### src/design/cpuPkg.sv
package cpuPkg;

    localparam int dataWidth    = 32;
    localparam int regAddrWidth = 5;
    localparam int regCount     = 32;
    localparam int ramWords     = 64;                    // Data RAM depth in words
    localparam int ramAddrWidth = $clog2(ramWords);      // Word index bits, upper bits wrap

    typedef logic [dataWidth-1:0]    wordT;
    typedef logic [regAddrWidth-1:0] regAddrT;

    localparam regAddrT linkReg = 5'd31;                 // JAL return address register

    // Major opcodes
    localparam logic [5:0] opSpecial = 6'b000000;
    localparam logic [5:0] opJ       = 6'b000010;
    localparam logic [5:0] opJal     = 6'b000011;
    localparam logic [5:0] opBeq     = 6'b000100;
    localparam logic [5:0] opBne     = 6'b000101;
    localparam logic [5:0] opBlez    = 6'b000110;
    localparam logic [5:0] opBgtz    = 6'b000111;
    localparam logic [5:0] opAddi    = 6'b001000;
    localparam logic [5:0] opAddiu   = 6'b001001;
    localparam logic [5:0] opSlti    = 6'b001010;
    localparam logic [5:0] opSltiu   = 6'b001011;
    localparam logic [5:0] opAndi    = 6'b001100;
    localparam logic [5:0] opOri     = 6'b001101;
    localparam logic [5:0] opXori    = 6'b001110;
    localparam logic [5:0] opLui     = 6'b001111;
    localparam logic [5:0] opLb      = 6'b100000;
    localparam logic [5:0] opLh      = 6'b100001;
    localparam logic [5:0] opLw      = 6'b100011;
    localparam logic [5:0] opLbu     = 6'b100100;
    localparam logic [5:0] opLhu     = 6'b100101;
    localparam logic [5:0] opSb      = 6'b101000;
    localparam logic [5:0] opSh      = 6'b101001;
    localparam logic [5:0] opSw      = 6'b101011;

    // SPECIAL function field
    localparam logic [5:0] fnSll  = 6'b000000;
    localparam logic [5:0] fnSrl  = 6'b000010;
    localparam logic [5:0] fnSra  = 6'b000011;
    localparam logic [5:0] fnSllv = 6'b000100;
    localparam logic [5:0] fnSrlv = 6'b000110;
    localparam logic [5:0] fnSrav = 6'b000111;
    localparam logic [5:0] fnJr   = 6'b001000;
    localparam logic [5:0] fnAdd  = 6'b100000;
    localparam logic [5:0] fnAddu = 6'b100001;
    localparam logic [5:0] fnSub  = 6'b100010;
    localparam logic [5:0] fnSubu = 6'b100011;
    localparam logic [5:0] fnAnd  = 6'b100100;
    localparam logic [5:0] fnOr   = 6'b100101;
    localparam logic [5:0] fnXor  = 6'b100110;
    localparam logic [5:0] fnNor  = 6'b100111;
    localparam logic [5:0] fnSlt  = 6'b101010;
    localparam logic [5:0] fnSltu = 6'b101011;

    typedef enum logic [3:0] {
        aluSll, aluSrl, aluSra, aluLui,
        aluAdd, aluSub, aluAnd, aluOr,
        aluXor, aluNor, aluSlt, aluSltu
    } aluOpT;

    typedef enum logic [1:0] {memByte, memHalf, memWord} memWidthT;

    typedef enum logic [1:0] {wbAlu, wbMem, wbLink} wbSrcT;

    typedef enum logic [1:0] {nextSeq, nextBranch, nextJump, nextReg} nextPcT;

    typedef struct packed {
        logic [5:0] opcode;
        regAddrT    rs;
        regAddrT    rt;
        regAddrT    rd;
        logic [4:0] shamt;
        logic [5:0] funct;
    } rTypeT;

    typedef struct packed {
        logic [5:0]  opcode;
        regAddrT     rs;
        regAddrT     rt;
        logic [15:0] imm16;
    } iTypeT;

    typedef struct packed {
        logic [5:0]  opcode;
        logic [25:0] target26;
    } jTypeT;

    // Same 32 bits seen as R, I or J format
    typedef union packed {
        rTypeT rType;
        iTypeT iType;
        jTypeT jType;
    } instrT;

    typedef struct packed {
        logic     regWrite;
        regAddrT  wbReg;          // Resolved destination
        aluOpT    aluOp;
        logic     useImm;         // Operand B from imm16
        logic     useShamt;       // Shift amount from shamt field
        logic     useVarShift;    // Shift amount from rs[4:0]
        logic     memWrite;
        memWidthT memWidth;
        logic     memSigned;
        wbSrcT    wbSrc;
        nextPcT   nextPc;
    } ctrlT;

    typedef struct packed {
        logic    wbValid;
        regAddrT wbReg;
        wordT    wbData;
    } retireT;

endpackage

### src/design/fetchUnit.sv
module fetchUnit import cpuPkg::*; (
    input  logic  clk,
    input  logic  rst,
    input  instrT instr,
    input  ctrlT  ctrl,
    input  wordT  rsData,
    output wordT  pc,
    output wordT  pcPlus4
);

    wordT branchOffset;
    wordT branchTarget;
    wordT jumpTarget;
    wordT pcNext;

    assign pcPlus4      = pc + 32'd4;
    assign branchOffset = {{14{instr.iType.imm16[15]}}, instr.iType.imm16, 2'b00}; // Words to bytes
    assign branchTarget = pcPlus4 + branchOffset;
    assign jumpTarget   = {pcPlus4[31:28], instr.jType.target26, 2'b00};          // Same 256 MB region

    always_comb
    begin
        case (ctrl.nextPc)
            nextBranch: pcNext = branchTarget;
            nextJump:   pcNext = jumpTarget;
            nextReg:    pcNext = rsData;                   // JR
            default:    pcNext = pcPlus4;
        endcase
    end

    always_ff @(posedge clk or posedge rst)
    begin
        if (rst)
            pc <= '0;
        else
            pc <= pcNext;                                  // One instruction per edge
    end

    // A misaligned JR target would fetch garbage
    assert property (@(posedge clk) disable iff (rst) pc[1:0] == 2'b00)
        else $error("pc not word aligned: %h", pc);

endmodule

### config.mk
export PLATFORM = sky130hd
export DESIGN_NAME = fetchUnit
export DESIGN_NICKNAME = d
export VERILOG_FILES = /design/src/design/cpuPkg.sv /design/src/design/fetchUnit.sv
export SDC_FILE = /design/constraint.sdc
export NUM_CORES = 1
export LEC_CHECK = 0
export ABC_AREA = 1
export BUFFER_PORTS_ARGS = -buffer_cell sky130_fd_sc_hd__buf_2
export CORE_AREA = 2 2 99 101
export DETAILED_ROUTE_END_ITERATION = 7
export DIE_AREA = 0 0 101 103
export PLACE_DENSITY = 0.77
export SETUP_SLACK_MARGIN = 0.02
export SLEW_MARGIN = 20
export SYNTH_ARGS = -nofsm -noshare
export SYNTH_HDL_FRONTEND = slang
export SYNTH_SLANG_ARGS = --single-unit
### constraint.sdc
create_clock -name clk -period 3.18 [get_ports clk]
set_input_delay 0.477 -clock clk [delete_from_list [all_inputs] [get_ports clk]]
set_output_delay 0.477 -clock clk [all_outputs]
set_load 0.1 [all_outputs]
==> qor.txt, run 1 <==
Initial DRC Count = 377
Post-route DRC = 0
Max-slew headroom = 32.7%
Leakage = 3.20 nW
Register bank with the most flops = pc
Largest net degree at the start of global routing = 31
# clock sinks = 32
Reg2Reg Launch Point = pc[2]
Finished Layout Cells = 1039
Overall Power = 0.00408 W
Global-route wire length before repair = 25.7 mm
Ys flop type = dfrtp_1
Synth top area share = 24.1%
Area delta synth->final = 37.7%
Yosys cell types = 34
Clk root buf = clkbuf_8
Port buffer count = 125
Worst Skew = 0.00896 ns
R2r endpoint = pc[29]
Fin. Hold Viols = 0
Die footprint = 10400 µm²
Half-perimeter wire length after placement = 13.7 mm
Syn_area_per_cell = 5.76 µm²
First drt pass iteration count = 5
Grt ovf = 0
Worst Path Arrival = 3.24 ns
Hold buffers post-CTS = 0
DR WL/cell = 16.0 µm
Wirelength, routed = 16.6 mm
Io pins = 151
#FFs+latches synth = 32
Max reg flops = 32
Post-synth EDFFs = 0
Worst-path clk slew = 0.08 ns
Worst reg2reg setup slack = 0.11 ns
RSZ-0062 raised after global routing = true
Fmax = 0.326 GHz
Synth Warn # = 0
H-tree depth = 2
Initial Util = 47.9%
Placed Cells = 1024
Final Setup Violations = 0
Initial antenna violation count = 1
RePlAce Congestion = 1.03
Die height = 103 µm
CP required = 3.36 ns
Setup crit end kind = flip-flop
FFs w/ async S/R, synth = 100%
Post-synth top cells = 291 x nand2_1, 113 x inv_1, 76 x nand3_1
CORE AREA = 9460 µm²
Netlist Area Pre-Place = 4530 µm²
CP Launch Type = flip-flop
Cells taking the most area after synthesis = nand2_1 24%, dfrtp_1 18%, ha_1 9.4%
Post-route minimum period = 3.07 ns
Slew Limit Fails = 0
Clock buffer count from CTS = 5
Top-count cell post-synth = nand2_1
# nets final = 1045
PwrDens = 654 nW/µm²
Status = finished, final reports clean
Synthesized net count = 908
Maximum vdd drop = 0.411 mV
Final TNS setup = 0 ns
Vias/cell = 5.52
Post-synthesis sequential area ratio = 17.7%
Fin crit share = 96.5%
Setup CP Type = reg2reg
Largest registers = pc: 32 flops
Maxcap violations = 0
FP Rows = 36
Slew @ Worst Pin = 1.01 ns
Fin util = 65.9%
Clock Path Buffers = 2
CTS tree = yes
Routed via count = 5733
Largest fanout on the critical path = 5
DRT antenna net count = 0
Reg2Reg Depth = 17
Gr usage total = 32.1%
Share of cells above drive strength 1 = 30.7%
Synth Instances = 786
Die width = 101 µm
Hold Path Class = in2async
Clk_lat worst skew = 0.30 ns
Vias in the first global route = 5200
Area leader, netlist = nand2_1
==> worst max path at each step <==
| stage | slack (ns) | end | start | cells after the start |
|---|---|---|---|---|
| floorplan | -0.33 | pc[18] | pc[2] | 15 |
| global placement | 0.17 | pc[29] | pc[2] | 16 |
| detailed placement | 0.15 | pc[29] | pc[2] | 16 |
| CTS | 0.12 | pc[29] | pc[7] | 16 |
| global route | -0.03 | pc[30] | pc[2] | 19 |
| finish | 0.11 | pc[29] | pc[2] | 17 |
==> cell families after synthesis <==
family | Yosys count | synth area share (%)
AO/OA/AOI/OAI | 63 | 8.62
flip-flops | 32 | 17.7
XOR/XNOR | 21 | 4.06
buffers and inverters | 128 | 10.9
adder cells (fa/ha/maj) | 35 | 9.84
AND/OR/NAND/NOR | 507 | 48.9
==> power by group <==
group	leakage (nW)	switching, W	internal [W]
combinational	2.77	0.00225	0.000712
clock	0.0645	0.000169	0.000277
sequential	0.363	0.000152	0.000514
total	3.20	0.00257	0.00150
==> critical path, cell delays in order (launching register included) <==
cell and delay (ns):
dfrtp_4 0.48, ha_4 0.15, nand2_2 0.05, inv_2 0.10, nand3_1 0.16, nor2_4 0.22
nand3_1 0.12, and2_2 0.25, ha_1 0.37, nand2_1 0.13, nor2_1 0.17, nand2_1 0.11
nor2_1 0.11, nand2_1 0.13, nand2_1 0.10, nand2_1 0.05, nand3_1 0.16, nand3_1 0.10
==> metrics by stage <==
stage / worst slack [ns] / hold slack, ns / instance area (µm²)
3_3_place_gp: 0.168 / 0.515 / 5990
2_1_floorplan: -0.328 / 0.593 / 5190
4_1_cts: 0.116 / 0.258 / 6120
6_report: 0.111 / 0.239 / 6230
3_5_place_dp: 0.145 / 0.520 / 5990
5_1_grt: -0.0315 / 0.288 / 6230
==> what timing repair did <==
item / CTS / global route
resized for setup: 0 / 17
buffers inserted: 0 / 6
setup endpoints to repair: 0 / 14
==> metal layers <==
metal	global-route usage, %	share of wire (%)	wire [µm]
met5	0	0	0
met4	12.5	2.6	428
met3	3.39	7.4	1230
met2	52.2	47	7780
met1	44.2	43	7150
==> cell type report <==
class	count	area, µm²
antenna	1	2.50
multi-input combinational	626	3880
sequential	32	868
clock inverter	1	30.0
timing repair buffer	143	761
tap	114	143
fill	837	3230
inverter	115	454
clock buffer	7	96.3
==> layout by cell type (no fill, tap or decap), types with 10 or more instances in the layout <==
cell,count
a21oi_1,23
a22o_1,12
buf_2,125
buf_4,18
dfrtp_4,15
ha_1,22
ha_4,11
inv_1,102
nand2_1,281
nand2_2,12
nand3_1,73
nand4_1,29
nor2_1,43
nor2_2,18
o21ai_0,10
xor2_4,10
(Power assumes the default switching activity.)
==> run 2, diff against run 1 <==
--- a/config.mk
+++ b/config.mk
@@ -7,10 +7,11 @@
 export LEC_CHECK = 0
 export ABC_AREA = 1
 export BUFFER_PORTS_ARGS = -buffer_cell sky130_fd_sc_hd__buf_2
-export CORE_AREA = 2 2 99 101
+export CORE_AREA = 2 2 96 98
 export DETAILED_ROUTE_END_ITERATION = 7
-export DIE_AREA = 0 0 101 103
-export PLACE_DENSITY = 0.77
+export DIE_AREA = 0 0 98 100
+export MAX_ROUTING_LAYER = met4
+export PLACE_DENSITY = 0.82
 export SETUP_SLACK_MARGIN = 0.02
 export SLEW_MARGIN = 20
 export SYNTH_ARGS = -nofsm -noshare
==> run 2 against run 1 <==
- worst setup slack gained 0.031 ns
- largest cell class unchanged
- die area is 5.8% lower
- via count up 1.1%
- critical path depth up 1
- clock skew is essentially flat
- critical endpoint unchanged
==> qor.txt, run 2 (synthesized netlist as in run 1, its figures left out) <==
Share of cells above drive strength 1 = 31.0% (was 30.7%)
# clock sinks = 32 (unchanged)
Max reg flops = 32 (unchanged)
Wirelength, routed = 17.1 mm (was 16.6 mm)
P_sw = 0.00260 W (was 0.00257 W)
CORE AREA = 8890 µm² (was 9460 µm²)
Register bank with the most flops = pc (unchanged)
Initial Util = 50.9% (was 47.9%)
Vias/cell = 5.62 (was 5.52)
Combinational power share = 73.7% (was 72.7%)
Die width = 98 µm (was 101 µm)
Worst reg2reg setup slack = 0.14 ns (was 0.11 ns)
PwrDens = 651 nW/µm² (was 654 nW/µm²)
Clk root buf = clkbuf_8 (unchanged)
Clk_lat worst skew = 0.29 ns (was 0.30 ns)
Half-perimeter wire length after placement = 14.0 mm (was 13.7 mm)
Largest registers = pc: 32 flops (unchanged)
Grt ovf = 0 (unchanged)
Die footprint = 9800 µm² (was 10400 µm²)
Initial DRC Count = 384 (was 377)
Worst Skew = 0.00914 ns (was 0.00896 ns)
First drt pass iteration count = 5 (unchanged)
P_int = 0.00146 W (was 0.00150 W)
Slowest Stage Delay on Critical Path = 0.47 ns (was 0.48 ns)
Io pins = 151 (unchanged)
FP Rows = 35 (was 36)
Reg2Reg Depth = 18 (was 17)
RSZ-0062 raised after global routing = true (unchanged)
Largest net degree at the start of global routing = 33 (was 31)
Hold Path Class = in2async (unchanged)
Reg2Reg Launch Point = pc[2] (unchanged)
Cell mode on critical path = nand2_1 (unchanged)
Fmax = 0.329 GHz (was 0.326 GHz)
CP required = 3.34 ns (was 3.36 ns)
Leakage = 3.18 nW (was 3.20 nW)
Status = finished, final reports clean (unchanged)
Fin crit share = 95.5% (was 96.5%)
Setup crit end kind = flip-flop (unchanged)
Die height = 100 µm (was 103 µm)
Setup CP Type = reg2reg (unchanged)
Gr usage total = 35.7% (was 32.1%)
Fin. Hold Viols = 0 (unchanged)
Final TNS setup = 0 ns (unchanged)
Post-route DRC = 0 (unchanged)
Post-route minimum period = 3.04 ns (was 3.07 ns)
Clock Path Buffers = 2 (unchanged)
Global-route wire length before repair = 26.8 mm (was 25.7 mm)
Slowest CP cell = dfrtp_4 (unchanged)
CP cell instances = ha_4, nand2_2, inv_4, nand3_4, nor3_4, nand2_2, xor2_2, clkinvlp_4, ha_4, nand2_4, nor2_2, nand2_1, nor2_1, nand2_1, nand2_1, nand2_1, nand3_1, nand3_1 (was ha_4, nand2_2, inv_2, nand3_1, nor2_4, nand3_1, and2_2, ha_1, nand2_1, nor2_1, nand2_1, nor2_1, nand2_1, nand2_1, nand2_1, nand3_1, nand3_1)
H-tree depth = 2 (unchanged)
CP Launch Point = pc[2] (unchanged)
# nets final = 1041 (was 1045)
Max-slew headroom = 30.3% (was 32.7%)
Initial antenna violation count = 1 (unchanged)
CTS tree = yes (unchanged)
Largest fanout on the critical path = 5 (unchanged)
Worst-path clk slew = 0.08 ns (about the same)
Final Setup Violations = 0 (unchanged)
Reg power frac = 16.5% (was 16.3%)
Port buffer count = 125 (unchanged)
Area delta synth->final = 37.9% (was 37.7%)
Routed via count = 5795 (was 5733)
Worst Path Arrival = 3.20 ns (was 3.24 ns)
Vias in the first global route = 5324 (was 5200)
Sw Ratio = 64.1% (was 63.2%)
Maximum vdd drop = 0.452 mV (was 0.411 mV)
Most frequent cells in the layout = 278 x nand2_1, 125 x buf_2, 103 x inv_1 (was 281 x nand2_1, 125 x buf_2, 102 x inv_1)
Maxcap violations = 0 (unchanged)
DRT antenna net count = 0 (unchanged)
Clock Power Share = 9.8% (was 10.9%)
Slew @ Worst Pin = 1.04 ns (was 1.01 ns)
CP Launch Type = flip-flop (unchanged)
RePlAce Congestion = 1.05 (was 1.03)
DR WL/cell = 16.6 µm (was 16.0 µm)
Overall Power = 0.00406 W (was 0.00408 W)
Fin util = 70.2% (was 65.9%)
Commonest non-fill, non-tap cell in the layout = nand2_1 (unchanged)
Slew Limit Fails = 0 (unchanged)
Clock buffer count from CTS = 5 (unchanged)
## run 2: cell types whose count changed in the layout (fill, tap and decap cells not counted), moves of 2 or more
cell	previous run	this run
nor2_2	18	16
nand2_2	12	15
ha_4	11	13
nand3_1	73	70
nand3_2	3	6
clkbuf_8	7	5
nand2_1	281	278
inv_2	6	4
buf_4	18	14
## run 2: path summary, 6_finish.rpt
path / to
hold / removal: pc[0]
min in group clk: pc[0]
setup / recovery: pc[29]
setup reg to reg: pc[29]
hold reg to reg: pc[0]
max in group asynchronous: pc[18]
## run 2: repair_timing
item / CTS / global route
resized for setup: 0 / 27
hold buffers: 0 / 0
setup buffers: 0 / 4
setup endpoints to repair: 0 / 17
## run 2: final cells by class
cell class	count	area (µm²)
Antenna cell	1	2.50
Clock buffer	5	68.8
Clock inverter	3	42.5
Fill cell	768	2650
Inverter	115	457
Multi-Input combinational cell	626	3930
Sequential cell	32	868
Tap cell	111	139
Timing Repair Buffer	139	731
## run 2: power groups by stage
stage	clock network [W]	registers [W]	logic (W)
2_1_floorplan	0	0.00122	0.00179
3_3_place_gp	0	0.000661	0.00287
3_5_place_dp	0	0.000666	0.00292
4_1_cts	0.000396	0.000660	0.00292
5_1_grt	0.000413	0.000681	0.00319
6_report	0.000399	0.000669	0.00299
## run 2: stage by stage
stage	hold slack (ns)	setup WS, ns	cells	cell area, µm²
after CTS	0.290	0.0570	1027	6090
after global placement	0.518	0.133	1019	5980
final	0.277	0.142	1032	6240
after global routing	0.321	-0.0102	1032	6240
after floorplan	0.593	-0.328	786	5190
after detailed placement	0.529	0.0938	1019	5980
## run 2: critical path: cells and delay by family, from the launching register on
| kind | cells | cell delay, ns |
|---|---|---|
| flops | 1 | 0.47 |
| simple gates | 13 | 1.45 |
| xor+xnor | 1 | 0.23 |
| buf+inv | 2 | 0.27 |
| fa+ha+maj | 2 | 0.50 |
## run 2: routing by layer
layer	track usage, %	routed length (µm)
met4	10.8	578
met2	57.3	7890
met1	48.6	7190
met3	2.72	1440
met5	-	0
